## config.mk

```make
export PLATFORM = sky130hd
export DESIGN_NAME = socket_relay
export DESIGN_NICKNAME = d
export VERILOG_FILES = /design/src/hdl/dcr_pkg.sv /design/src/hdl/socket_relay.sv
export VERILOG_INCLUDE_DIRS = /design/src /design/src/hdl
export SDC_FILE = /design/constraint.sdc
export NUM_CORES = 1
export LEC_CHECK = 0
export BUFFER_PORTS_ARGS = -buffer_cell sky130_fd_sc_hd__buf_2
export CORE_UTILIZATION = 42
export DETAILED_ROUTE_END_ITERATION = 16
export GPL_ROUTABILITY_DRIVEN = 0
export HOLD_SLACK_MARGIN = 0.06
export PLACE_DENSITY = 0.81
export REMOVE_ABC_BUFFERS = 1
export SLEW_MARGIN = 10
export SYNTH_ARGS = -nofsm -noshare
export SYNTH_HDL_FRONTEND = slang
export SYNTH_SLANG_ARGS = --single-unit
```

## constraint.sdc

```tcl
create_clock -name clk -period 1 [get_ports clk]
set_input_delay 0.1 -clock clk [delete_from_list [all_inputs] [get_ports clk]]
set_output_delay 0.1 -clock clk [all_outputs]
set_load 0.05 [all_outputs]
```

## src/hdl/socket_config.svh

```systemverilog
// Socket-wide sizing macros shared by the packages and the RTL.
// Include wherever a width or the core count is needed.

`ifndef SOCKET_CONFIG_SVH
`define SOCKET_CONFIG_SVH

// number of compute cores in the socket
`define SOCKET_SIZE 2

// word address width on the memory port
`define ADDR_WIDTH 16

// data word width
`define DATA_WIDTH 32

// tag bits generated by one core
`define CORE_TAG_WIDTH 4

// tag bits the arbiter prepends to select the core
// log2 of SOCKET_SIZE, never below 1
`define CORE_SEL_BITS 1

`endif

```

## src/hdl/dcr_pkg.sv

```systemverilog
// Device configuration register types for the DCR write bus.
// The relay broadcasts writes of this shape to every core.

package dcr_pkg;

    // register map of one kernel core
    typedef enum logic [1:0] {
        DCR_SRC_BASE = 2'd0,
        DCR_DST_BASE = 2'd1,
        DCR_COUNT    = 2'd2,
        DCR_START    = 2'd3
    } dcr_addr_e;

    // DCR payload
    // bases and count use the low address bits only
    typedef logic [31:0] dcr_data_t;

    // one write on the bus
    typedef struct packed {
        dcr_addr_e addr;
        dcr_data_t data;
    } dcr_write_t;

endpackage

```

## src/hdl/socket_relay.sv

```systemverilog
// Buffer stage between the socket ports and the cores.
// Registers the broadcast DCR write and the OR of the core busy flags.

`timescale 1ns/1ns

`include "socket_config.svh"

module socket_relay (
    input  logic                    clk,
    input  logic                    rst_n,
    input  logic                    dcr_wr_valid,
    input  dcr_pkg::dcr_write_t     dcr_wr,
    output logic                    core_dcr_valid,
    output dcr_pkg::dcr_write_t     core_dcr,
    input  logic [`SOCKET_SIZE-1:0] core_busy,
    output logic                    busy
);

    // strobe and status
    always_ff @(posedge clk or negedge rst_n) begin
        if (!rst_n) begin
            core_dcr_valid <= 1'b0;
            busy           <= 1'b0;
        end else begin
            core_dcr_valid <= dcr_wr_valid;
            busy           <= |core_busy;
        end
    end

    // payload only moves with a write
    always_ff @(posedge clk) begin
        if (dcr_wr_valid) begin
            core_dcr <= dcr_wr;
        end
    end

endmodule

```

Word level (Yosys, flattened, before mapping)
Index checks and enable logic that the tools add are counted.
{ "word_totals": {"register_bits": 36, "input_bits": 39, "out_inout_bits": 36} }
{ "op_classes": {"n_reduce_logical": 1} }
{ "ops": {"columns": ["op", "count"], "rows": [
  ["$reduce_or A2 Y1", 1]
]} }

Depth between registers and ports, before layout
Gate-level depths: netlist of the first run.
{ "depth": {"ltp_word": 1, "ltp_mapped": 1, "mapped_depth_nobuf": 1} }

Least setup slack after synthesis of the first run
No wires, ideal clock.
{ "synth_timing": {"path_kind": "reg-to-output", "start": "register core_dcr[0] (netlist name)", "end": "output core_dcr[0] (netlist name)", "arrival_time_ns": 0.601, "required_ns": 0.900, "path_slack_ns": 0.299, "stages_incl_launch_ff": 1, "path_buffers": 0, "path_cell_list": "edfxtp_1"} }
{ "synth_rtl": {"columns": ["item", "line", "text"], "rows": [
  ["start: declaration", "socket_relay.sv:14", "output dcr_pkg::dcr_write_t core_dcr,"],
  ["start signal: assignment", "socket_relay.sv:33", "core_dcr <= dcr_wr;"]
]} }
No word-level cell between the ends.

Worst setup path after layout of the first run
{ "layout_timing": {"start": "register core_dcr[23] (netlist name)", "end": "output core_dcr[23] (netlist name)"} }
No word-level cell between the ends.

==> impl_results.md, run 1 <==
- Via/cell ratio: 5.03
- Initial antenna violation count: 1
- CP top delay family: flip-flops
- Req. time, crit path: 0.90 ns
- Post-Place Cells: 141
- Synth unique cells: 3
- Period utilization: 111%
- Number of port buffers: 74
- Post-Layout Inst Area: 0.00221 mm²
- Min Tclk post-route: 1.11 ns
- GRT met3 Usage: 12.5%
- Filler cell count: 56
- Layer carrying the most global-route usage: met2
- Violated checks: setup timing
- Fin Setup TNS: -1.96 ns
- WS Path Type: flip-flop to primary output
- First-pass GRT wire length: 5.44 mm
- Share of cells above drive strength 1: 52.5%
- Startpoint types: flip-flop
- Met1 Use GR: 33.7%
- Largest net degree at the start of global routing: 23
- Final setup viols: 36
- Fin Hold WS: 0.433 ns
- Crit. End Element: primary output
- H-tree depth: 2
- Slew HR: 87.6%
- Worst path cell trace: buf_6
- Largest area contributor in the netlist: edfxtp_1
- Worst-Margin Slew: 0.186 ns
- P&R area growth vs syn: 105%
- Hold WC Path Type: primary input to flip-flop
- Peak Freq: 0.904 GHz
- Final cell count without fillers: 189
- Worst EP arrival: 1.01 ns
- Post-Syn Instances: 37
- Syn. warnings: 0
- Post-CTS Setup Inserts: 0
- GRT Overall Usage: 31.9%
- Starting DRT DRC Count: 37
- Die area: 0.00277 mm²
- Synthesized flop and latch total: 36
- Crit path max fanout: 1
- Boundary pin count: 75
- Met2 GRT Util: 53.0%
- GRT Residual Overflow: 0
- Post-DP Area: 0.00151 mm²
- Vias: 950
- RSZ-0062 raised after global routing: true
- Clock Sink Count: 36
- Seq/Total Area, Yosys: 99.4%
- Max Cap Violations: 0
- Die W: 52.6 µm
- Mapped cell area: 0.00108 mm²
- Max rail drop VDD: 1.99 mV
- Critical path buffers and inverters: 1
- Post-Route WL: 4.53 mm
- Yosys top cell area share: 94.8%
- Longest Clk Path Bufs: 2
- Status: finished with violations
- Place WS: 0.260 ns
- Max Slew Vio Count: 0
- Initial core utilization: 46.5%
- Num CTS Buffers: 5
- Leakage: 0.942 nW
- Clk slew on worst S/H paths: 0.12 ns
- Crit-path slowest cell: edfxtp_1
- Routed length per placed instance: 23.9 µm
- Core Area: 0.00232 mm²
- Final Hold Viols: 0
- DRC: 0
- Final worst slack: -0.106 ns
- # rows: 17
- Layout Nets: 198
- Max incr delay on CP: 0.46 ns
- Routed Antenna Nets: 0
- CTS tree: built
- Pre-antenna DRT Iters: 4
- Mean Syn Cell Area: 29.1 µm²
- Area contributors post-synth: edfxtp_1, dfrtp_1, or2_1
- Pwr dens: 1740 mW/mm²
- CTS root buf: clkbuf_4
- Chip Height: 52.6 µm
- Vias in the first global route: 1056
-- placed cells by master, fill, tap and decap left out --
| master | count |
|---|---|
| buf_4 | 1 |
| diode_2 | 1 |
| clkinv_2 | 1 |
| buf_6 | 36 |
| or2_1 | 1 |
| clkbuf_4 | 5 |
| buf_2 | 38 |
| edfxtp_1 | 34 |
| dfrtp_1 | 2 |
| clkinvlp_4 | 1 |
| buf_12 | 1 |
| bufinv_16 | 1 |
| dlygate4sd3_1 | 39 |
-- state kept, by name, summed over array words and instances (netlist names) --
signal,flops
core_dcr_valid,1
core_dcr,34
busy,1
-- what timing repair did --
action,4_1_cts,5_1_grt
resized for setup,71,1
gates cloned,0,0
hold buffers,38,1
endpoints found under the setup margin,36,36
endpoints found under the hold margin,37,1
-- area by class of cell --
class	count	area (µm²)	area share (%)
Antenna cell	1	2.50	0.113
Clock inverter	3	42.5	1.93
Multi-Input combinational cell	1	6.26	0.283
Tap cell	28	35.0	1.59
Clock buffer	5	37.5	1.70
Sequential cell	36	1070	48.5
Timing Repair Buffer	115	1010	45.9
-- cells in the mapped netlist, drive strengths merged --
library cell / count
edfxtp: 34
dfrtp: 2
or2: 1
-- cells by family (layout without fill, tap and decap cells) --
logic type	count (synthesis)	count (layout)	synth area share, %
flops	36	36	99.4
buf+inv	0	123	0
simple gates	1	1	0.581
other cells	0	1	0
-- through the flow --
stage,utilization (%),total power [W]
final,95.3,0.00385
after global routing,95.3,0.00393
after CTS,94.5,0.00371
after detailed placement,65.1,0.00247
after global placement,65.1,0.00245
after floorplan,-,0.00225
-- power breakdown --
group	total, W	internal [W]	switching [W]	leakage [nW]
Combinational	0.000924	0.000371	0.000553	0.546
Clock	0.00107	0.000521	0.000551	0.0412
Sequential	0.00185	0.00178	0.0000715	0.355
-- final timing paths --
kind	endpoint	cells past startpoint	slack, ns	from
max	core_dcr[23]	1	-0.11	core_dcr[23]$_DFFE_PP_
min	core_dcr[10]$_DFFE_PP_	2	0.43	dcr_wr[10]
max in group asynchronous	busy$_DFF_PN0_	3	0.18	rst_n
min in group asynchronous	core_dcr_valid$_DFF_PN0_	3	0.67	rst_n
-- layer usage --
layer	part of all wire [%]	vias up
met3	10	15
met1	33	458
li1	-	390
met2	52	87
met4	4.6	0
met5	0	-
Power figures use the tool's default switching activity.
==> run 2, diff against run 1 <==
Settings changed: GPL_TIMING_DRIVEN set to 0.
==> run 2 against run 1 <==
Effect of this change: cell count down 2.1%; worst setup slack improved by 0.074 ns; combinational power decreased by 3.7%; global-route usage down 4.6 points; critical path depth unchanged; sequential cell count stayed put; largest power group unchanged; cell area fell by 2.7%; the flow still finishes with violations (setup timing); clock power fell by 17%; die area stayed put; largest cell class unchanged.
==> impl_results.md, run 2 (same netlist as run 1, synthesis figures left out) <==
- Crit. End Element: primary output (unchanged)
- P&R area growth vs syn: 99.5% (was 105%)
- Violated checks: setup timing (unchanged)
- Routed Antenna Nets: 0 (unchanged)
- Longest Clk Path Bufs: 2 (unchanged)
- Post-DP Area: 0.00148 mm² (was 0.00151 mm²)
- RSZ-0062 raised after global routing: true (unchanged)
- Req. time, crit path: 0.90 ns (about the same)
- Largest net degree at the start of global routing: 36 (was 23)
- GRT Residual Overflow: 0 (unchanged)
- Via/cell ratio: 4.77 (was 5.03)
- Boundary pin count: 75 (unchanged)
- Crit-path slowest cell: edfxtp_1 (unchanged)
- Vias in the first global route: 993 (was 1056)
- Area used by multi-input combinational logic: 6.26 µm² (unchanged)
- Met2 GRT Util: 43.0% (was 53.0%)
- Hold WC Path Type: primary input to asynchronous set/reset pin (was primary input to flip-flop)
- Status: finished with violations (unchanged)
- CTS root buf: clkbuf_4 (unchanged)
- Number of port buffers: 74 (unchanged)
- Share of cells above drive strength 1: 51.9% (was 52.5%)
- Post-CTS Setup Inserts: 0 (unchanged)
- Clock Sink Count: 36 (unchanged)
- Die W: 52.6 µm (unchanged)
- Initial antenna violation count: 0 (was 1)
- Routed length per placed instance: 19.4 µm (was 23.9 µm)
- Die area: 0.00277 mm² (unchanged)
- Filler cell count: 77 (was 56)
- Post-Route WL: 3.59 mm (was 4.53 mm)
- Initial core utilization: 46.5% (unchanged)
- Leakage: 0.917 nW (was 0.942 nW)
- Slew HR: 49.1% (was 87.6%)
- CP top delay family: flip-flops (unchanged)
- Crit path max fanout: 1 (unchanged)
- Fin Setup TNS: -0.391 ns (was -1.96 ns)
- Final Hold Viols: 0 (unchanged)
- GRT Overall Usage: 27.3% (was 31.9%)
- P_int: 0.00255 W (was 0.00267 W)
- Pre-antenna DRT Iters: 4 (unchanged)
- Largest registers: core_dcr: 34 flops, busy: 1 flops, core_dcr_valid: 1 flops (unchanged)
- Core Area: 0.00232 mm² (unchanged)
- Post-Layout Inst Area: 0.00215 mm² (was 0.00221 mm²)
- WS Path Type: flip-flop to primary output (unchanged)
- Critical path buffers and inverters: 1 (unchanged)
- Place WS: -0.0557 ns (was 0.260 ns)
- Fin Hold WS: 0.0683 ns (was 0.433 ns)
- DRC: 0 (unchanged)
- GRT met3 Usage: 11.9% (was 12.5%)
- Layout Nets: 194 (was 198)
- # rows: 17 (unchanged)
- Min Tclk post-route: 1.03 ns (was 1.11 ns)
- Startpoint types: flip-flop (unchanged)
- Largest Register: core_dcr (unchanged)
- Worst EP arrival: 0.93 ns (was 1.01 ns)
- Peak Freq: 0.969 GHz (was 0.904 GHz)
- Chip Height: 52.6 µm (unchanged)
- First-pass GRT wire length: 4.83 mm (was 5.44 mm)
- Met1 Use GR: 30.5% (was 33.7%)
- Clock power share: 24.6% (was 27.9%)
- H-tree depth: 2 (unchanged)
- Starting DRT DRC Count: 23 (was 37)
- Layer carrying the most global-route usage: met2 (unchanged)
- Commonest non-fill, non-tap cell in the layout: buf_2 (was dlygate4sd3_1)
- Comb power frac: 24.6% (was 24.0%)
- Num CTS Buffers: 5 (unchanged)
- Max Cap Violations: 0 (unchanged)
- Max incr delay on CP: 0.42 ns (was 0.46 ns)
- Commonest non-fill, non-tap cells in the layout: buf_2, dlygate4sd3_1, buf_6 (was dlygate4sd3_1, buf_2, buf_6)
- CTS tree: built (unchanged)
- Vias: 883 (was 950)
- Switching Fraction: 29.6% (was 30.6%)
- Critical Path Source: core_dcr[20]$_DFFE_PP_ (was core_dcr[23]$_DFFE_PP_)
- Worst path cell trace: buf_6 (unchanged)
- Switch Pwr: 0.00107 W (was 0.00118 W)
- Max Slew Vio Count: 0 (unchanged)
- Max reg flops: 34 (unchanged)
- Seq pwr share: 50.8% (was 48.1%)
- FF/Latch Area: 0.00107 mm² (unchanged)
- Clk slew on worst S/H paths: 0.11 ns (was 0.12 ns)
- Period utilization: 103% (was 111%)
- Pwr dens: 1680 mW/mm² (was 1740 mW/mm²)
- Final worst slack: -0.0323 ns (was -0.106 ns)
- Max rail drop VDD: 1.49 mV (was 1.99 mV)
- Worst-Margin Slew: 0.764 ns (was 0.186 ns)
- Final setup viols: 24 (was 36)
run 2: repair_timing:
| item | CTS | global route |
|---|---|---|
| hold endpoints to repair | 37 | 0 |
| setup endpoints to repair | 36 | 36 |
| hold buffers | 37 | 0 |
| resized for setup | 58 | 14 |
run 2: cell type report:
cell class	instances	area share, %
Antenna cell	1	0.116
Multi-Input combinational cell	1	0.291
Timing Repair Buffer	111	44.9
Sequential cell	36	49.8
Tap cell	28	1.63
Clock buffer	8	3.20
run 2: metal layers:
layer | vias up | part of all wire, %
met2 | 83 | 50
met3 | 9 | 12
met1 | 406 | 36
met5 | - | 0
met4 | 0 | 2.0
li1 | 385 | -
run 2: worst paths after layout:
check | end | slack, ns | cells after the start
min in group clk | core_dcr_valid$_DFF_PN0_ | 0.27 | 1
worst min-delay path | busy$_DFF_PN0_ | 0.07 | 2
max in group asynchronous | core_dcr_valid$_DFF_PN0_ | 0.84 | 2
worst max-delay path | core_dcr[20] | -0.03 | 1
run 2: metrics by stage:
step / cells / power (W) / utilization (%)
2_1_floorplan: 37 / 0.00225 / -
3_3_place_gp: 139 / 0.00244 / 64.0
3_5_place_dp: 139 / 0.00245 / 64.0
4_1_cts: 184 / 0.00352 / 90.3
5_1_grt: 184 / 0.00372 / 92.6
6_report: 185 / 0.00362 / 92.7
run 2: power by group through the flow:
| stage | logic [W] | clock network, W | registers [W] |
|---|---|---|---|
| after floorplan | 0.00000127 | 0 | 0.00225 |
| after global placement | 0.000609 | 0 | 0.00183 |
| after detailed placement | 0.000618 | 0 | 0.00184 |
| after CTS | 0.000835 | 0.000861 | 0.00182 |
| after global routing | 0.000916 | 0.000958 | 0.00185 |
| final | 0.000890 | 0.000890 | 0.00184 |
