--- src/hdl/socket_config.svh ---
// Socket-wide sizing macros shared by the packages and the RTL.
// Include wherever a width or the core count is needed.

`ifndef SOCKET_CONFIG_SVH
`define SOCKET_CONFIG_SVH

// number of compute cores in the socket
`define SOCKET_SIZE 2

// word address width on the memory port
`define ADDR_WIDTH 16

// data word width
`define DATA_WIDTH 32

// tag bits generated by one core
`define CORE_TAG_WIDTH 4

// tag bits the arbiter prepends to select the core
// log2 of SOCKET_SIZE, never below 1
`define CORE_SEL_BITS 1

`endif

--- src/hdl/dcr_pkg.sv ---
// Device configuration register types for the DCR write bus.
// The relay broadcasts writes of this shape to every core.

package dcr_pkg;

    // register map of one kernel core
    typedef enum logic [1:0] {
        DCR_SRC_BASE = 2'd0,
        DCR_DST_BASE = 2'd1,
        DCR_COUNT    = 2'd2,
        DCR_START    = 2'd3
    } dcr_addr_e;

    // DCR payload
    // bases and count use the low address bits only
    typedef logic [31:0] dcr_data_t;

    // one write on the bus
    typedef struct packed {
        dcr_addr_e addr;
        dcr_data_t data;
    } dcr_write_t;

endpackage

--- src/hdl/mem_bus_pkg.sv ---
// Memory bus types for the core side and the socket side of the arbiter.
// Referenced by scoped name from the cores, the arbiter and the top level.

`include "socket_config.svh"

package mem_bus_pkg;

    typedef logic [`ADDR_WIDTH-1:0] addr_t;
    typedef logic [`DATA_WIDTH-1:0] data_t;

    // tag as issued by a core
    typedef logic [`CORE_TAG_WIDTH-1:0] core_tag_t;

    // socket tag, core index on top of the core tag
    typedef logic [`CORE_SEL_BITS+`CORE_TAG_WIDTH-1:0] mem_tag_t;

    // core side
    typedef struct packed {
        logic      write;
        addr_t     addr;
        data_t     data;
        core_tag_t tag;
    } core_req_t;

    typedef struct packed {
        data_t     data;
        core_tag_t tag;
    } core_rsp_t;

    // socket side
    typedef struct packed {
        logic     write;
        addr_t    addr;
        data_t    data;
        mem_tag_t tag;
    } mem_req_t;

    typedef struct packed {
        data_t    data;
        mem_tag_t tag;
    } mem_rsp_t;

endpackage

--- src/hdl/kernel_core.sv ---
// One compute core running the fixed kernel dst[i] = src[i] + CORE_ID + 1.
// Configured over DCR, launched by DCR_START, works on its own slice of words.

`timescale 1ns/1ns

`include "socket_config.svh"

module kernel_core #(
    parameter int CORE_ID = 0
) (
    input  logic                   clk,
    input  logic                   rst_n,
    input  logic                   dcr_valid,
    input  dcr_pkg::dcr_write_t    dcr,
    output logic                   req_valid,
    output mem_bus_pkg::core_req_t req,
    input  logic                   req_ready,
    input  logic                   rsp_valid,
    input  mem_bus_pkg::core_rsp_t rsp,
    output logic                   busy
);

    typedef enum logic [1:0] {
        IDLE,
        READ,
        WAIT,
        WRITE
    } state_e;

    localparam mem_bus_pkg::data_t ADDEND = mem_bus_pkg::data_t'(CORE_ID + 1);

    state_e             state;
    mem_bus_pkg::addr_t src_base;
    mem_bus_pkg::addr_t dst_base;
    mem_bus_pkg::addr_t count;
    mem_bus_pkg::addr_t idx;
    mem_bus_pkg::addr_t slice_off;
    mem_bus_pkg::data_t wr_data;
    logic               start_hit;
    logic               rsp_hit;
    logic               last;

    //////////////////////////////////////////////////
    // DCR register file

    always_ff @(posedge clk or negedge rst_n) begin
        if (!rst_n) begin
            src_base <= '0;
            dst_base <= '0;
            count    <= '0;
        end else if (dcr_valid) begin
            case (dcr.addr)
                dcr_pkg::DCR_SRC_BASE: src_base <= dcr.data[`ADDR_WIDTH-1:0];
                dcr_pkg::DCR_DST_BASE: dst_base <= dcr.data[`ADDR_WIDTH-1:0];
                dcr_pkg::DCR_COUNT:    count    <= dcr.data[`ADDR_WIDTH-1:0];
                default: ;
            endcase
        end
    end

    // launch only from idle
    assign start_hit = dcr_valid && (dcr.addr == dcr_pkg::DCR_START) && (state == IDLE);

    //////////////////////////////////////////////////
    // load / add / store loop

    // each core owns count words starting at CORE_ID * count
    assign slice_off = mem_bus_pkg::addr_t'(CORE_ID) * count;
    assign last      = (idx == count - 1'b1);
    assign rsp_hit   = rsp_valid && (rsp.tag == idx[`CORE_TAG_WIDTH-1:0]);

    always_ff @(posedge clk or negedge rst_n) begin
        if (!rst_n) begin
            state <= IDLE;
            idx   <= '0;
        end else begin
            case (state)
                IDLE: begin
                    if (start_hit) begin
                        idx   <= '0;
                        state <= READ;
                    end
                end
                READ: begin
                    // only reached with idx == count when count is zero
                    if (idx == count) begin
                        state <= IDLE;
                    end else if (req_ready) begin
                        state <= WAIT;
                    end
                end
                WAIT: begin
                    if (rsp_hit) begin
                        state <= WRITE;
                    end
                end
                WRITE: begin
                    if (req_ready) begin
                        if (last) begin
                            state <= IDLE;
                        end else begin
                            idx   <= idx + 1'b1;
                            state <= READ;
                        end
                    end
                end
                default: state <= IDLE;
            endcase
        end
    end

    // result of the add, held until the store goes out
    always_ff @(posedge clk) begin
        if (state == WAIT && rsp_hit) begin
            wr_data <= rsp.data + ADDEND;
        end
    end

    //////////////////////////////////////////////////
    // request port

    assign req_valid = ((state == READ) && (idx != count)) || (state == WRITE);

    always_comb begin
        req.write = (state == WRITE);
        req.addr  = ((state == WRITE) ? dst_base : src_base) + slice_off + idx;
        req.data  = (state == WRITE) ? wr_data : '0;
        req.tag   = idx[`CORE_TAG_WIDTH-1:0];
    end

    assign busy = (state != IDLE);

endmodule

--- config.mk ---
export PLATFORM = sky130hd
export DESIGN_NAME = kernel_core
export DESIGN_NICKNAME = d
export VERILOG_FILES = /design/src/hdl/dcr_pkg.sv /design/src/hdl/mem_bus_pkg.sv /design/src/hdl/kernel_core.sv
export VERILOG_INCLUDE_DIRS = /design/src /design/src/hdl
export SDC_FILE = /design/constraint.sdc
export NUM_CORES = 1
export LEC_CHECK = 0
export BUFFER_PORTS_ARGS = -buffer_cell sky130_fd_sc_hd__buf_4
export CAP_MARGIN = 20
export CORE_ASPECT_RATIO = 0.75
export CORE_MARGIN = 2
export CORE_UTILIZATION = 40
export CTS_CLUSTER_SIZE = 12
export DETAILED_ROUTE_END_ITERATION = 6
export HOLD_SLACK_MARGIN = 0.08
export PLACE_DENSITY = 0.73
export SLEW_MARGIN = 10
export SYNTH_ARGS = -nofsm -noshare
export SYNTH_HDL_FRONTEND = slang
export SYNTH_SLANG_ARGS = --single-unit
--- constraint.sdc ---
create_clock -name clk -period 3.5 [get_ports clk]
set_input_delay 0.7 -clock clk [delete_from_list [all_inputs] [get_ports clk]]
set_output_delay 0.7 -clock clk [all_outputs]
set_load 0.02 [all_outputs]
# ---- After elaboration in Yosys (flattened, before gate mapping)
# Index checks and enable logic that the tools add are counted.
dict set report word_totals {
  ff_bits 98
  in_bits 75
}
dict set report op_classes {
  reduce_logical 15
  n_mux 13
  n_addsub 4
  eq_ne 15
}
# operator count
set ops {}
lappend ops {{$mux W16} 4}
lappend ops {{$add A32 B1 Y32 const B} 1}
lappend ops {{$eq A16 B16 Y1} 2}
lappend ops {{$mux W32} 1}
lappend ops {{$pmux W16 S2} 1}
lappend ops {{$add A16 B1 Y16 const B} 1}
lappend ops {{$add A16 B16 Y16} 1}
lappend ops {{$ne A16 B16 Y1} 1}
lappend ops {{$sub A16 B1 Y16 const B} 1}
lappend ops {{$mux W2} 5}
lappend ops {{$eq A2 B2 Y1 const B} 4}
lappend ops {{$pmux W2 S4} 1}
lappend ops {{$reduce_and A4 Y1} 2}
lappend ops {{$ne A2 B2 Y1 const B} 3}
lappend ops {{$reduce_and A2 Y1} 3}
lappend ops {{$logic_and A1 B1 Y1} 5}
lappend ops {{$eq A2 B1 Y1 const B} 2}
lappend ops {{$eq A4 B4 Y1} 1}
lappend ops {{$logic_not A2 Y1} 2}
lappend ops {{$reduce_bool A2 Y1} 2}
lappend ops {{$ne A3 B3 Y1 const B} 1}
lappend ops {{$ne A2 B1 Y1 const B} 1}
lappend ops {{$logic_or A1 B1 Y1} 1}
lappend ops {{$mux W1} 1}

# ---- Logic depth before layout (Yosys ltp)
# Gate-level depths: netlist of the first run.
dict set report depth {
  word_depth 5
  depth_mapped 16
  mapped_depth_nobuf 14
}

# ---- Least setup slack after synthesis of the first run
# Ideal clock, no wire load.
dict set report synth_timing {
  path_type {register to output}
  from {reg state[0]}
  to {out req[50] (netlist name)}
  setup_slack_ns -0.517
  path_stages_with_launch 17
  required_time_ns 2.800
  path_buffers 2
  arrival_ns 3.317
  cell_sequence {dfrtp_1 > nand2_1 > inv_1 > clkbuf_1 > buf_1 > nand2_1 > nand2_1 > ha_1 > fa_1 > a21o_1 > a21oi_1 > o21ai_0 > a31o_2 > a21oi_1 > o2111ai_1 > a21oi_1 > xnor2_1}
}
# item line_no
set synth_lines {}
lappend synth_lines {{from (decl)} kernel_core.sv:32} ;# state_e state;
lappend synth_lines {{from (signal assigned)} kernel_core.sv:74} ;# state <= IDLE;
lappend synth_lines {{from (signal assigned)} kernel_core.sv:81} ;# state <= READ;
lappend synth_lines {{from (signal assigned)} kernel_core.sv:87} ;# state <= IDLE;
lappend synth_lines {{to (decl)} kernel_core.sv:16} ;# output mem_bus_pkg::core_req_t req,

==> flow_summary_export.csv, run 1 <==
group,metric,value,unit
synth,yosysTopAreaCellShare,27.0,%
cells_and_area,final_core_util,52.0,%
pwr,power_density,600,mW/mm2
synth,synthFlopType,"dfrtp_1",
clock_network,cts_sinks,98,
timing,fin_worst_skew,0.00909,ns
pwr,switching_power,1.86,mW
clock_network,cts_buffers,9,
global_route,antenna_found_initial,0,
global_route,grt_pass1_vias,4810,
timing,period_needed,3.68,ns
job,maxCapViolations,0,
timing,relSlewSlack,37.9,%
drt,first_pass_iters,5,
global_route,grt_start_max_net_pins,67,
cells_and_area,area_growth,28.0,%
pwr,power_frac_seq,30.8,%
synth,synth.largest_area_cell,"dfrtp_1",
placed_design,pre_cts_ws,-0.169,ns
timing,setup_violations,4,
floorplan,die_area,0.0163,mm2
worst_setup_path,max_stage_delay,0.38,ns
synth,synth.area.top_cells,"dfrtp_1, edfxtp_1, mux2_2, xnor2_1, nand2_1",
global_route,grt_util_all_layers,19.6,%
pwr,finalPower,4.70,mW
cells_and_area,drive_above_1_share,35.8,%
pwr,internal-power,2.84,mW
floorplan,die_h,111,um
synth,yosysWarningCount,0,
worst_setup_path,worstPathMaxFanout,6,
floorplan,start_util,40.6,%
placed_design,gp_congestion,0.879,
drt,drt_iter0_markers,456,
clock_network,cts-root-buf,"clkbuf_16",
synth,yosysMostFrequentCell,"nand2_1",
clock_network,cts_tree,"done",
synth,synthDistinctLibCells,62,
pwr,peakVddDrop,0.365,mV
drt,route.vias.total,4973,
pwr,clockPowerShare,20.4,%
drt,drc,0,
worst_setup_path,crit_chain,"nand2_2, buf_6, nand2_4, nand2_4, ha_4, fa_2, a21o_1, a21oi_2, o21ai_2, a31o_2, a21oi_4, o2111ai_2, a21oi_2, xnor2_2, buf_4",
pwr,leakage,3.41,nW
pwr,netSwitchingFraction,39.7,%
drt,ant_nets,0,
timing,drv_slew,0,
pwr,power.share.combinational,48.8,%
timing,worst_pin_slew,0.929,ns
drt,wirelength,15.6,mm
status,run_status,"complete, but fails checks",
global_route,grt_pass1_wl,25.3,mm
floorplan,rows,39,
worst_setup_path,end_kind,"output port",
cells_and_area,nets,837,
cells_and_area,num_antenna_cells,0,
timing,post-route-period-util,105,%
synth,synth-seq-cells,98,
worst_setup_path,worstPathRequired,2.80,ns
floorplan,design.core.area,0.0151,mm2
synth,synth_nets,710,
placed_design,placed_cells,935,
synth,syn_inst,616,
drt,post_drt_via_cell_ratio,5.22,
timing,hold_viol_final,0,
synth,async_flop_share,67.3,%
floorplan,io_pins,130,
cells_and_area,fin_cells,953,
synth,synth-seq-area-share,42.6,%
worst_setup_path,start_kind,"register",
status,violations,"negative setup slack",
clock_network,clock_path_buffers,2,
worst_setup_path,crit_buf_inv,2,
timing,fin_ws,-0.183,ns
clock_network,worst_skew_pair.late_latency,0.35,ns
timing,fmax,271,MHz
clock_network,ctsHtreeMaxLevel,3,
synth,avgSynthCellArea,9.94,um2
placed_design,io_buffers,113,
timing,grt_setup_unrepaired,"yes",
drt,wl_per_cell,16.4,um
global_route,gr-total-overflow,0,
synth,synth_edf_count,32,
worst_setup_path,worstPathArrival,2.98,ns
clock_network,clk_pin_slew,0.07,ns
placed_design,dp_hpwl,11.6,mm
worst_setup_path,crit_type,"reg2out",
min_path,hold_path_class,"in2async",
synth,yosys-top-cells-count,"nand2_1, dfrtp_1, mux2_2",
cells_and_area,fill_cells,1338,
synth,syn_area,0.00613,mm2
floorplan,die_w,147,um
worst_setup_path,cp_slowest_cell,"dfrtp_1",
worst_setup_path,crit_family,"compound AO/OA/AOI/OAI gates",
[path summary, 6_finish.rpt]
| path | startpoint | to | slack (ns) | cells after the start |
|---|---|---|---|---|
| min | rst_n | idx[10] | 0.44 | 1 |
| max reg2reg | count[0] | idx[2] | 0.20 | 10 |
| min in group clk | src_base[7] | src_base[7] | 0.51 | 1 |
| max in group asynchronous | rst_n | dst_base[1] | 2.52 | 1 |
| min reg2reg | src_base[7] | src_base[7] | 0.51 | 1 |
| max | state[0] | req[50] | -0.18 | 15 |
[flip-flops by register name, indices dropped and copies added, names as in the netlist, named ones only]
name and count:
idx 16, count 16, wr_data 32, dst_base 16
src_base 16, state 1
[area by class of cell]
type | instances | area, um2 | share of cell area, %
clock inverters | 7 | 62.6 | 0.798
repair buffers | 150 | 1130 | 14.5
flip-flops and latches | 98 | 2610 | 33.3
inverters | 18 | 70.1 | 0.894
well taps | 205 | 256 | 3.27
multi-input cells | 466 | 3480 | 44.4
clock buffers | 9 | 225 | 2.87
[power groups by stage]
| stage | Clock [mW] | Combinational (mW) | Sequential (mW) |
|---|---|---|---|
| finish | 0.961 | 2.29 | 1.45 |
| detailed placement | 0 | 2.14 | 1.46 |
| global route | 1.03 | 2.50 | 1.47 |
| global placement | 0 | 2.11 | 1.45 |
| CTS | 0.978 | 2.26 | 1.45 |
| floorplan | 0 | 1.36 | 1.42 |
[logic make-up (layout without fill, tap and decap cells)]
| family | count (synthesis) | after routing | synth area share (%) |
|---|---|---|---|
| AOI/OAI and AO/OA | 72 | 72 | 7.58 |
| DFF | 98 | 98 | 42.6 |
| adders and majority gates | 19 | 19 | 4.00 |
| buffers and inverters | 52 | 184 | 4.31 |
| xor gates and xnor gates | 75 | 75 | 10.7 |
| muxes | 53 | 53 | 9.64 |
| and+or+nand+nor | 247 | 247 | 21.1 |
[per-layer routing]
metal | vias up | global-route usage, % | part of all wire (%)
met1 | 2408 | 29.1 | 49
li1 | 2437 | - | -
met5 | - | 0 | 0
met2 | 119 | 28.9 | 44
met3 | 9 | 4.69 | 5.9
met4 | 0 | 4.49 | 1.0
[cells in the final DEF (no fill, tap or decap), types with 4 or more instances in the layout]
master     count
xnor2_1       44
o31ai_1        5
inv_1         17
mux2i_1        5
buf_4        148
mux2_2        48
and3_1        40
xor2_1        29
nand4_1       12
nor2_1        32
ha_1           9
ha_4           7
nand2_2        9
edfxtp_1      32
o311ai_0       4
o21ai_0       14
or2_2          4
a21oi_2        5
nor4_1         7
clkbuf_16      9
or3_1          7
nor3_1        12
dfrtp_1       66
nand3_1       22
a21oi_1       15
nand2_1       71
[per-stage QoR]
stage	setup TNS, ns	hold slack [ns]	area [um2]
after CTS	-0.778	0.473	7810
after detailed placement	-0.409	0.494	7330
final	-0.461	0.438	7840
after floorplan	-0.00773	0.404	6170
after global routing	-1.41	0.517	7840
after global placement	-0.100	0.487	7330
[what timing repair did]
action,4_1_cts,5_1_grt
hold buffers,0,0
endpoints found under the setup margin,7,11
gates cloned,0,0
resized for setup,30,13
pin swaps,11,16
setup buffers,5,1
Note: power is estimated with default switching activity, not from simulation.
==> inputs of run 2 (changes only) <==
--- a/config.mk
+++ b/config.mk
@@ -6,7 +6,7 @@
 export SDC_FILE = /design/constraint.sdc
 export NUM_CORES = 1
 export LEC_CHECK = 0
-export BUFFER_PORTS_ARGS = -buffer_cell sky130_fd_sc_hd__buf_4
+export BUFFER_PORTS_ARGS = -buffer_cell sky130_fd_sc_hd__buf_2
 export CAP_MARGIN = 20
 export CORE_ASPECT_RATIO = 0.75
 export CORE_MARGIN = 2
==> run 2 against run 1 <==
  * The run still ends with negative setup slack left
  * Die area is the same
  * Cell area shrank 0.96%
  * Hold slack lost 0.053 ns
  * Critical path type unchanged
  * Cell count grew 0.84%
  * Utilization shrank 0.50 points
  * Critical path depth is the same
  * Clock power shrank 1%
==> flow_summary_export.csv, run 2 (same netlist as run 1, synthesis figures left out) <==
group,metric,value,unit
worst_setup_path,cp_slowest_cell,"dfrtp_1",
pwr,peakVddDrop,0.359,mV
cells_and_area,regMostFlops,"wr_data",
timing,post-route-period-util,107,%
clock_network,cts_buffers,9,
pwr,internal-power,2.79,mW
timing,fin_tns_setup,-0.837,ns
cells_and_area,final_core_util,51.5,%
cells_and_area,drive_above_1_share,37.4,%
clock_network,cts_tree,"done",
placed_design,post_dp_cell_area,0.00706,mm2
worst_setup_path,crit_family,"compound AO/OA/AOI/OAI gates",
worst_setup_path,r2r_cells,10,
worst_setup_path,r2r_start,"count[1]",
status,run_status,"complete, but fails checks",
cells_and_area,final_common_cell,"buf_2",
drt,wl_per_cell,16.5,um
pwr,power_density,606,mW/mm2
worst_setup_path,crit_chain,"nand2_2, buf_6, nand2_4, nand2_4, ha_4, fa_2, a21o_1, a21oi_4, o21ai_2, a31o_2, a21oi_4, o2111ai_2, a21oi_2, xnor2_2, buf_4",
timing,hold_viol_final,0,
timing,period_needed,3.73,ns
clock_network,cts-root-buf,"clkbuf_16",
timing,relSlewSlack,39.6,%
cells_and_area,fill_cells,1347,
floorplan,start_util,40.6,%
floorplan,rows,39,
clock_network,clock_path_buffers,2,
worst_setup_path,worstPathRequired,2.80,ns
worst_setup_path,r2r_end,"idx[2]",
worst_setup_path,worstPathMaxFanout,3,
global_route,antenna_found_initial,2,
timing,fin_worst_skew,0.00682,ns
cells_and_area,area_growth,26.8,%
drt,first_pass_iters,5,
pwr,power.share.combinational,48.8,%
cells_and_area,num_antenna_cells,0,
floorplan,io_pins,130,
worst_setup_path,start_kind,"register",
worst_setup_path,end_kind,"output port",
min_path,hold_path_class,"in2async",
global_route,grt_start_max_net_pins,40,
timing,fin_ws,-0.228,ns
drt,drt_iter0_markers,377,
placed_design,gp_congestion,0.895,
cells_and_area,design_area,0.00777,mm2
cells_and_area,nets,845,
pwr,clockPowerShare,20.2,%
pwr,netSwitchingFraction,40.7,%
pwr,leakage,3.45,nW
global_route,gr-usage-met2,29.5,%
cells_and_area,largest_reg_flops,32,
placed_design,io_buffers,113,
drt,route.vias.total,5056,
drt,ant_nets,0,
global_route,grt_pass1_wl,25.5,mm
timing,fmax,268,MHz
cells_and_area,final_cell_mix,"buf_2, dfrtp_1, nand2_1",
clock_network,cts_sinks,98,
global_route,gr-total-overflow,0,
global_route,grt_pass1_vias,4888,
worst_setup_path,ff2ff_setup_slack,0.32,ns
job,maxCapViolations,0,
drt,drc,0,
clock_network,clk_pin_slew,0.07,ns
pwr,switching_power,1.91,mW
worst_setup_path,worstPathArrival,3.03,ns
timing,grt_setup_unrepaired,"yes",
drt,post_drt_via_cell_ratio,5.26,
global_route,top_usage_layer,"met2",
timing,drv_slew,0,
clock_network,worst_skew_pair.late_latency,0.35,ns
clock_network,ctsHtreeMaxLevel,3,
placed_design,dp_hpwl,11.6,mm
status,violations,"negative setup slack",
worst_setup_path,max_stage_delay,0.36,ns
global_route,met3_usage,5.60,%
drt,wirelength,15.9,mm
pwr,power_frac_seq,30.9,%
timing,setup_violations,6,
worst_setup_path,crit_buf_inv,2,
floorplan,die_h,111,um
timing,worst_pin_slew,0.904,ns
floorplan,die_w,147,um
floorplan,die_area,0.0163,mm2
global_route,gr-usage-met1,28.2,%
worst_setup_path,crit_type,"reg2out",
global_route,grt_util_all_layers,19.7,%
floorplan,design.core.area,0.0151,mm2
## run 2: changes by cell type in the layout (fill, tap and decap cells not counted), sizes merged
cell	previous run	this run
inv	21	22
buf	150	158
clkinv	4	3
## run 2: how the worst max path moves through the flow
stage | start | endpoint | depth (start not counted)
6_report | register | req[50] | 15
3_5_place_dp | register | req[50] | 14
4_1_cts | register | req[50] | 15
3_3_place_gp | state[0] | req[50] | 14
5_1_grt | register | req[50] | 15
2_1_floorplan | state[0] | req[50] | 16
## run 2: layer usage
layer	share of wire (%)	wire (um)	vias to the layer above
li1	-	-	2461
met1	48	7610	2442
met2	45	7070	136
met3	6.1	974	15
met4	1.3	205	2
met5	0.082	13	-
## run 2: power groups by stage
stage	sequential (mW)	combinational [mW]	clock, mW
global route	1.48	2.48	1.03
floorplan	1.42	1.36	0
CTS	1.45	2.21	0.976
finish	1.46	2.30	0.951
detailed placement	1.46	1.97	0
global placement	1.45	1.95	0
## run 2: metrics by stage
| step | hold slack, ns | worst slack (ns) | cells | power, mW |
|---|---|---|---|---|
| 2_1_floorplan | 0.404 | -0.00773 | 616 | 2.78 |
| 3_3_place_gp | 0.488 | -0.0927 | 936 | 3.40 |
| 3_5_place_dp | 0.493 | -0.160 | 936 | 3.43 |
| 4_1_cts | 0.387 | -0.266 | 960 | 4.63 |
| 5_1_grt | 0.397 | -0.353 | 961 | 4.99 |
| 6_report | 0.386 | -0.228 | 961 | 4.70 |
## run 2: what timing repair did
item                                    CTS  global route
pin swaps                                23            15
setup buffers                             8             1
endpoints found under the setup margin    7             9
cloned                                    0             0
resized for setup                        60            20
hold buffers                              0             0
## run 2: layout make-up
type                            instances  area, um2  area share [%]
Clock inverter                          7       60.1           0.773
Multi-Input combinational cell        466       3560            45.9
Tap cell                              205        256            3.30
Sequential cell                        98       2610            33.6
Inverter                               18       67.6           0.870
Timing Repair Buffer                  158        981            12.6
Clock buffer                            9        225            2.90
